[config.mk]
export PLATFORM = sky130hd
export DESIGN_NAME = anneal_top
export DESIGN_NICKNAME = d
export VERILOG_FILES = /design/src/hw/replica_pkg.sv /design/src/hw/anneal_top.sv /design/src/hw/boltzmann_exp.sv /design/src/hw/exchange_control.sv /design/src/hw/lfsr_random.sv /design/src/hw/metropolis.sv /design/src/hw/replica_chain.sv
export SDC_FILE = /design/constraint.sdc
export NUM_CORES = 2
export LEC_CHECK = 0
export BUFFER_PORTS_ARGS = -buffer_cell sky130_fd_sc_hd__buf_2
export CAP_MARGIN = 20
export CORE_AREA = 2 2 246 248
export CTS_BUF_LIST = sky130_fd_sc_hd__clkbuf_8
export DETAILED_ROUTE_END_ITERATION = 16
export DIE_AREA = 0 0 248 250
export PLACE_DENSITY = 0.75
export REMOVE_ABC_BUFFERS = 1
export SYNTH_ARGS = -nofsm -noshare
export SYNTH_HDL_FRONTEND = slang
export SYNTH_SLANG_ARGS = --single-unit
[constraint.sdc]
create_clock -name clk -period 6.5 [get_ports clk]
set_input_delay 0.65 -clock clk [delete_from_list [all_inputs] [get_ports clk]]
set_output_delay 0.65 -clock clk [all_outputs]
set_load 0.05 [all_outputs]
[src/hw/replica_pkg.sv]
package replica_pkg;

    // chain size and data widths.
    localparam int N_REPLICA = 4;
    localparam int DATA_W    = 24;
    localparam int DELTA_W   = 16;
    localparam int IDX_W     = 8;

    // move commands.
    localparam int CMD_W = 3;

    localparam logic [CMD_W-1:0] CMD_NONE = 3'd0;
    localparam logic [CMD_W-1:0] CMD_OR0  = 3'd1;
    localparam logic [CMD_W-1:0] CMD_OR1  = 3'd2;
    localparam logic [CMD_W-1:0] CMD_TWO  = 3'd3;
    // sticky once set.
    localparam logic [CMD_W-1:0] CMD_THR  = 3'd4;

    // exchange commands, one per replica.
    localparam int XCH_W = 2;

    localparam logic [XCH_W-1:0] XCH_HOLD = 2'd0;
    localparam logic [XCH_W-1:0] XCH_PREV = 2'd1;
    localparam logic [XCH_W-1:0] XCH_FOLW = 2'd2;

    // replica i runs at beta = DBETA * (i + 1) / 256.
    localparam int DBETA = 32;

    // threshold width, compared against the low bits of the random word.
    localparam int PROB_W = 23;

    // galois feedback mask and seeds.
    localparam logic [31:0] LFSR_POLY      = 32'h8020_0003;
    localparam logic [31:0] LFSR_SEED_BASE = 32'h1f2e_3d4c;

endpackage

[src/hw/anneal_top.sv]
module anneal_top
    import replica_pkg::*;
(
    input  logic                         clk,
    input  logic                         reset,
    input  logic                         load,
    input  logic [DATA_W-1:0]            load_data,
    input  logic                         step,
    input  logic [N_REPLICA*DELTA_W-1:0] delta_in,
    input  logic [N_REPLICA*CMD_W-1:0]   move_cmd_in,
    input  logic [N_REPLICA*IDX_W-1:0]   move_k_in,
    input  logic [N_REPLICA*IDX_W-1:0]   move_l_in,
    input  logic                         exchange,
    output logic [N_REPLICA*DATA_W-1:0]  lengths,
    output logic [N_REPLICA*CMD_W-1:0]   move_cmd_out,
    output logic [N_REPLICA*IDX_W-1:0]   move_k_out,
    output logic [N_REPLICA*IDX_W-1:0]   move_l_out,
    output logic                         step_done
);

    logic [N_REPLICA*XCH_W-1:0] xch_flat;

    replica_chain u_chain (
        .clk          (clk),
        .reset        (reset),
        .load         (load),
        .load_data    (load_data),
        .step         (step),
        .delta_in     (delta_in),
        .move_cmd_in  (move_cmd_in),
        .move_k_in    (move_k_in),
        .move_l_in    (move_l_in),
        .xch_flat     (xch_flat),
        .data_flat    (lengths),
        .move_cmd_out (move_cmd_out),
        .move_k_out   (move_k_out),
        .move_l_out   (move_l_out),
        .step_done    (step_done)
    );

    exchange_control u_exchange (
        .clk       (clk),
        .reset     (reset),
        .exchange  (exchange),
        .data_flat (lengths),
        .xch_flat  (xch_flat)
    );

    a_strobes_exclusive: assert property (
        @(posedge clk) disable iff (reset) $onehot0({load, step, exchange})
    );

    // a load or swap on the stage-two edge would override the step result.
    a_no_write_collision: assert property (
        @(posedge clk) disable iff (reset) step |=> !(load || exchange)
    );

endmodule

[src/hw/boltzmann_exp.sv]
module boltzmann_exp
    import replica_pkg::*;
#(
    parameter int nbeta = DBETA
)
(
    input  logic               clk,
    input  logic               reset,
    input  logic [DELTA_W-1:0] x,
    input  logic               run,
    output logic [PROB_W-1:0]  y
);

    localparam int           PROD_W = DELTA_W + 32;
    localparam logic [31:0]  NBETA  = nbeta;
    localparam logic [PROB_W-1:0] ONE = {1'b1, {(PROB_W-1){1'b0}}};

    logic [PROD_W-1:0]   prod;
    logic [PROD_W-9:0]   expo;
    logic [PROB_W-1:0]   approx;

    // exp(-x * beta) taken as 2^-(x * beta / 256).
    assign prod = {32'd0, x} * {{DELTA_W{1'b0}}, NBETA};
    assign expo = prod[PROD_W-1:8];

    always_comb begin
        if (expo >= PROD_W'(PROB_W)) begin
            approx = '0;
        end else begin
            approx = ONE >> expo[4:0];
        end
    end

    always_ff @(posedge clk) begin
        if (reset) begin
            y <= '0;
        end else if (run) begin
            y <= approx;
        end
    end

endmodule

[src/hw/exchange_control.sv]
module exchange_control
    import replica_pkg::*;
(
    input  logic                        clk,
    input  logic                        reset,
    input  logic                        exchange,
    input  logic [N_REPLICA*DATA_W-1:0] data_flat,
    output logic [N_REPLICA*XCH_W-1:0]  xch_flat
);

    // 0 selects pairs (0,1),(2,3); 1 selects (1,2).
    logic parity;

    always_ff @(posedge clk) begin
        if (reset) begin
            parity <= 1'b0;
        end else if (exchange) begin
            parity <= ~parity;
        end
    end

    // pairs of one parity never overlap, so each replica sees at most one swap.
    always_comb begin
        logic [DATA_W-1:0] warm;
        logic [DATA_W-1:0] cold;

        xch_flat = {N_REPLICA{XCH_HOLD}};
        warm     = '0;
        cold     = '0;
        if (exchange) begin
            for (int i = 0; i < N_REPLICA - 1; i++) begin
                warm = data_flat[i*DATA_W +: DATA_W];
                cold = data_flat[(i+1)*DATA_W +: DATA_W];
                if ((i % 2) == int'(parity) && cold > warm) begin
                    xch_flat[i*XCH_W +: XCH_W]     = XCH_FOLW;
                    xch_flat[(i+1)*XCH_W +: XCH_W] = XCH_PREV;
                end
            end
        end
    end

endmodule

[src/hw/lfsr_random.sv]
module lfsr_random
    import replica_pkg::*;
#(
    parameter logic [31:0] seed = LFSR_SEED_BASE
)
(
    input  logic        clk,
    input  logic        reset,
    input  logic        advance,
    output logic [31:0] rand_word
);

    logic [31:0] state;
    logic [31:0] next_state;

    // right-shifting galois form, feedback taken from bit 0.
    assign next_state = {1'b0, state[31:1]} ^ (state[0] ? LFSR_POLY : 32'd0);
    assign rand_word  = state;

    always_ff @(posedge clk) begin
        if (reset) begin
            state <= seed;
        end else if (advance) begin
            state <= next_state;
        end
    end

    // the all-zero state would lock the generator.
    a_state_nonzero: assert property (
        @(posedge clk) disable iff (reset) state != 32'd0
    );

endmodule

[src/hw/metropolis.sv]
module metropolis
    import replica_pkg::*;
#(
    parameter int id = 0
)
(
    input  logic                      clk,
    input  logic                      reset,
    input  logic                      step,
    input  logic                      load,
    input  logic signed [DELTA_W-1:0] delta,
    input  logic [31:0]               rand_word,
    input  logic [CMD_W-1:0]          in_cmd,
    input  logic [IDX_W-1:0]          in_k,
    input  logic [IDX_W-1:0]          in_l,
    input  logic [XCH_W-1:0]          xch_cmd,
    input  logic [DATA_W-1:0]         prev_data,
    input  logic [DATA_W-1:0]         folw_data,
    output logic [DATA_W-1:0]         out_data,
    output logic [CMD_W-1:0]          out_cmd,
    output logic [IDX_W-1:0]          out_k,
    output logic [IDX_W-1:0]          out_l,
    output logic                      done
);

    logic [DELTA_W-1:0]        uphill;
    logic [PROB_W-1:0]         thresh;

    logic                      s1_valid;
    logic signed [DELTA_W-1:0] s1_delta;
    logic [PROB_W-1:0]         s1_rand;
    logic [CMD_W-1:0]          s1_cmd;
    logic [IDX_W-1:0]          s1_k;
    logic [IDX_W-1:0]          s1_l;

    logic                      accept;
    logic signed [DATA_W+1:0]  sum;

    // only an uphill move needs the threshold; downhill moves pass anyway.
    assign uphill = (delta > 0) ? $unsigned(delta) : '0;

    boltzmann_exp #(
        .nbeta (DBETA * (id + 1))
    ) u_exp (
        .clk   (clk),
        .reset (reset),
        .x     (uphill),
        .run   (step),
        .y     (thresh)
    );

    // stage one, lined up with the registered threshold.
    always_ff @(posedge clk) begin
        if (reset) begin
            s1_valid <= 1'b0;
        end else begin
            s1_valid <= step;
        end
    end

    always_ff @(posedge clk) begin
        if (step) begin
            s1_delta <= delta;
            s1_rand  <= rand_word[PROB_W-1:0];
            s1_cmd   <= in_cmd;
            s1_k     <= in_k;
            s1_l     <= in_l;
        end
    end

    // stage two.
    assign accept = (s1_delta <= 0) || (thresh > s1_rand);
    assign sum    = $signed({2'b00, out_data}) + s1_delta;

    always_ff @(posedge clk) begin
        if (reset) begin
            out_data <= '0;
        end else if (load) begin
            out_data <= prev_data;
        end else if (xch_cmd == XCH_PREV) begin
            out_data <= prev_data;
        end else if (xch_cmd == XCH_FOLW) begin
            out_data <= folw_data;
        end else if (s1_valid && accept) begin
            out_data <= sum[DATA_W-1:0];
        end
    end

    always_ff @(posedge clk) begin
        if (reset) begin
            out_cmd <= CMD_NONE;
            done    <= 1'b0;
        end else begin
            done <= s1_valid;
            if (s1_valid) begin
                if (s1_cmd == CMD_THR || !accept) begin
                    out_cmd <= CMD_THR;
                end else if (s1_cmd == CMD_TWO) begin
                    out_cmd <= CMD_TWO;
                end else begin
                    out_cmd <= (s1_k < s1_l) ? CMD_OR0 : CMD_OR1;
                end
            end
        end
    end

    always_ff @(posedge clk) begin
        if (s1_valid) begin
            out_k <= s1_k;
            out_l <= s1_l;
        end
    end

    // a tour cannot get shorter than zero.
    a_no_underflow: assert property (
        @(posedge clk) disable iff (reset) (s1_valid && accept) |-> (sum >= 0)
    );

endmodule

[src/hw/replica_chain.sv]
module replica_chain
    import replica_pkg::*;
(
    input  logic                         clk,
    input  logic                         reset,
    input  logic                         load,
    input  logic [DATA_W-1:0]            load_data,
    input  logic                         step,
    input  logic [N_REPLICA*DELTA_W-1:0] delta_in,
    input  logic [N_REPLICA*CMD_W-1:0]   move_cmd_in,
    input  logic [N_REPLICA*IDX_W-1:0]   move_k_in,
    input  logic [N_REPLICA*IDX_W-1:0]   move_l_in,
    input  logic [N_REPLICA*XCH_W-1:0]   xch_flat,
    output logic [N_REPLICA*DATA_W-1:0]  data_flat,
    output logic [N_REPLICA*CMD_W-1:0]   move_cmd_out,
    output logic [N_REPLICA*IDX_W-1:0]   move_k_out,
    output logic [N_REPLICA*IDX_W-1:0]   move_l_out,
    output logic                         step_done
);

    logic [DATA_W-1:0]    len    [N_REPLICA];
    logic [N_REPLICA-1:0] done_vec;

    for (genvar i = 0; i < N_REPLICA; i++) begin : g_replica
        logic [31:0]       rand_word;
        logic [DATA_W-1:0] prev_data;
        logic [DATA_W-1:0] folw_data;

        // bottom of the chain is fed by the load port.
        assign prev_data = (i == 0) ? load_data : len[(i == 0) ? 0 : i - 1];
        // the top replica has no upper neighbour and sees itself.
        assign folw_data = len[(i == N_REPLICA - 1) ? i : i + 1];

        lfsr_random #(
            .seed (LFSR_SEED_BASE + 32'(i))
        ) u_lfsr (
            .clk       (clk),
            .reset     (reset),
            .advance   (step),
            .rand_word (rand_word)
        );

        metropolis #(
            .id (i)
        ) u_metropolis (
            .clk       (clk),
            .reset     (reset),
            .step      (step),
            .load      (load),
            .delta     ($signed(delta_in[i*DELTA_W +: DELTA_W])),
            .rand_word (rand_word),
            .in_cmd    (move_cmd_in[i*CMD_W +: CMD_W]),
            .in_k      (move_k_in[i*IDX_W +: IDX_W]),
            .in_l      (move_l_in[i*IDX_W +: IDX_W]),
            .xch_cmd   (xch_flat[i*XCH_W +: XCH_W]),
            .prev_data (prev_data),
            .folw_data (folw_data),
            .out_data  (len[i]),
            .out_cmd   (move_cmd_out[i*CMD_W +: CMD_W]),
            .out_k     (move_k_out[i*IDX_W +: IDX_W]),
            .out_l     (move_l_out[i*IDX_W +: IDX_W]),
            .done      (done_vec[i])
        );

        assign data_flat[i*DATA_W +: DATA_W] = len[i];
    end

    assign step_done = done_vec[0];

endmodule

==> out/summary.txt <==
CP Max Fanout - 47
fillcell total - 5000
post-synth top area cell - edfxtp_1
area grow syn2layout - 14.1%
multiplexer share of the synthesized area - 0.0478
pin count of the biggest net entering global routing - 155
Worst Hold Class - in2reg
drt first pass iters - 6
Syn Std Cell Area - 32400 um^2
total wire length - 87.0 mm
Placer Congestion - 0.943
Hold Fails Final Rpt - 0
Tmin final - 3.77 ns
number of CTS-inserted buffers - 102
initial DRC count - 2038
Seq/Total Area, Yosys - 0.479
setup TNS - 0 ns
share of cells above drive strength 1 - 0.152
number of synthesized flops with an enable pin - 296
count of hold-fix buffers inserted at cts - 0
Worst EP arrival - 4.33 ns
Post-CTS Resized - 0
CTS H-tree depth - 3
met3 GRT Util - 0.0748
Critical Path Max Stage Delay - 0.66 ns
M1 GR Usage - 0.370
cells after synthesis - 3217
Max Clock Skew - 0.0414 ns
worst vdd ir - 0.171 mV
global-route wire length before repair - 134 mm
syn_area_per_cell - 10.1 um^2
IO Port Bufs - 341
site row count - 90
worst slew pin tran - 1.02 ns
Post-CTS Setup Inserts - 0
yosys synthesis warning count - 0
commonest cells in the netlist - dfxtp_1, nor2_1, edfxtp_1, ha_1, inv_1
max cap viols - 0
XOR/XNOR share of the synthesized area - 0.0232
Synth Area in Simple Gates - 0.129
starting density of the core - 0.544
initial antenna violation count - 7
synthesized flop and latch total - 627
CTS tree - done
Die W - 248 um
status - finished, final reports clean
RSZ-0062 raised after global routing - false
Finished Cell Area - 36900 um^2
die height - 250 um
CP cell instances - inv_1 -> ha_1 -> nand4_1 -> nor4_1 -> nand4_1 -> a22oi_2 -> buf_4 -> or2_2 -> o311ai_0 -> o211ai_1 -> a21oi_1
Inst Count DP - 4247
Final Setup Violations - 0
I/O pin total - 342
LEAKAGE - 16.3 nW
final-stage net count - 4039
Worst setup EP type - register
clk sinks - 627
drt drc - 0
post-route ant nets - 0
Placeable Area - 59600 um^2
Synth Area in Compound Gates - 0.161
Worst setup SP type - register
Tcrit/Tclk final - 0.580
r2r setup slk - 2.73 ns
ys async rst share - 0
Synth top area share - 0.274
Worst EP required - 7.06 ns
Die ar. - 62000 um^2
pins over their slew limit - 0
most used routing layer - met2
Clock Latency Late Sink - 0.73 ns
most frequent CP cell - nand4_1
average wire per standard cell - 19.6 um
Remaining Overflow, GRT - 0
most frequent cell after synthesis - dfxtp_1
Final HPWL DP - 64.5 mm
vias in the first global route - 24400
relative slew slack - 0.319
Max stage delay cell, worst path - nor4_1
Post-Synth Adder-Cell Area - 0.117
Max Root-Sink Buffers - 3
Final Util - 0.620
DR vias/cell - 5.79
met2 Track Usage GR - 0.430
largest cells by area after synthesis - edfxtp_1, dfxtp_1, ha_1, mux2i_1, nor2_1
Max Clock Freq - 0.265 GHz
largest family of logic cells by synthesized area - compound AO/OA/AOI/OAI gates
Placed Instance Area - 34900 um^2
Power Density - 309 nW/um^2
Root Buffer - clkbuf_8
vias - 25700
gr usage total - 0.277
Synth cell types - 91
post-route insts no fill - 4442
ys flop type - dfxtp_1
critical path class - reg2reg
clk slew on worst S/H paths - 0.06 ns
[critical path, delay by kind of cell, from the launching register on]
kind / cells / cell delay, ns
simple gates: 4 / 1.50
compound gates: 4 / 0.71
flops: 1 / 0.47
fa+ha+maj: 1 / 0.32
buf+inv: 2 / 0.61
[cell type report]
class,count,area [um^2],share of cell area
clock buffers,113,1560,0.0421
repair buffers,367,1940,0.0525
inverters,248,932,0.0252
diodes,1,2.50,0.0000677
flip-flops and latches,627,15500,0.420
multi-input cells,2224,15500,0.420
clock inverters,80,502,0.0136
well taps,782,978,0.0265
[state kept, by name, summed over array words and instances, names as in the netlist]
register / cells
u_chain.g_replica.u_metropolis.s1_delta: 64
u_chain.g_replica.u_metropolis.out_cmd: 12
u_chain.g_replica.u_metropolis.s1_rand: 92
u_exchange.parity: 1
u_chain.g_replica.u_metropolis.u_exp.y: 92
u_chain.g_replica.u_lfsr.rand_word: 128
u_chain.g_replica.u_metropolis.s1_k: 32
u_chain.g_replica.u_metropolis.out_l: 32
u_chain.g_replica.u_metropolis.s1_cmd: 12
u_chain.g_replica.u_metropolis.s1_valid: 1
u_chain.g_replica.u_metropolis.out_k: 32
u_chain.g_replica.u_metropolis.done: 1
u_chain.g_replica.u_metropolis.s1_l: 32
u_chain.g_replica.u_metropolis.out_data: 96
[metal layers]
layer / vias to the layer above / part of all wire
met5: - / 0.00077
met4: 10 / 0.031
met3: 178 / 0.098
met2: 906 / 0.44
met1: 12100 / 0.43
li1: 12500 / -
[logic make-up after synthesis]
| family | Yosys count |
|---|---|
| AOI/OAI and AO/OA | 784 |
| xor gates and xnor gates | 85 |
| adders and majority gates | 300 |
| buffers and inverters | 366 |
| DFF | 627 |
| muxes | 154 |
| and+or+nand+nor | 901 |
[path summary, 6_finish.rpt]
| path | start | end | cells after the start |
|---|---|---|---|
| hold / removal | move_k_in[5] | u_chain.g_replica[0].u_metropolis.s1_k[5]$_DFFE_PP_ | 1 |
| hold reg to reg | u_chain.g_replica[3].u_metropolis.s1_k[0]$_DFFE_PP_ | u_chain.g_replica[3].u_metropolis.out_k[0]$_DFFE_PP_ | 0 |
| setup / recovery | u_chain.g_replica[1].u_metropolis.out_data[22]$_SDFFE_PP0P_ | u_chain.g_replica[1].u_metropolis.out_data[2]$_SDFFE_PP0P_ | 11 |
| setup reg to reg | u_chain.g_replica[1].u_metropolis.out_data[22]$_SDFFE_PP0P_ | u_chain.g_replica[1].u_metropolis.out_data[2]$_SDFFE_PP0P_ | 11 |
[power by group]
| group | switching [mW] | total, mW | internal [mW] | leakage (nW) |
|---|---|---|---|---|
| clock network | 1.64 | 3.46 | 1.81 | 1.20 |
| logic | 2.05 | 3.16 | 1.11 | 9.57 |
| registers | 0.341 | 4.80 | 4.45 | 5.52 |
| total | 4.03 | 11.4 | 7.38 | 16.3 |
[cell usage in the layout (no fill, tap or decap), types with 12 or more instances in the layout]
cell        n
a211oi_1   70
a21o_1     57
a21oi_1   222
a22o_1     25
a22oi_1    53
a31oi_1    22
and3_1     18
buf_2     339
buf_4      24
clkbuf_8  114
clkinv_1   18
clkinv_2   14
dfxtp_1   330
edfxtp_1  296
ha_1      296
inv_1     283
mux2i_1   150
nand2_1   236
nand2b_1   30
nand3_1    44
nand4_1    44
nor2_1    326
nor2b_1    46
nor3_1     60
nor4_1     29
o211ai_1   52
o21a_1     20
o21ai_0   112
o21ai_1    12
o22ai_1    12
o31ai_1    13
or2_2      13
xnor2_1    50
xor2_1     34
[per-stage QoR]
stage               worst slack (ns)  hold slack [ns]  total power, mW
floorplan                      0.762            0.417             7.01
global placement                2.71            0.421             7.93
detailed placement              2.67            0.426             7.97
CTS                             2.66           0.0601             11.4
global route                    2.43           0.0877             12.0
finish                          2.73            0.100             11.4
Power figures use the tool's default switching activity.
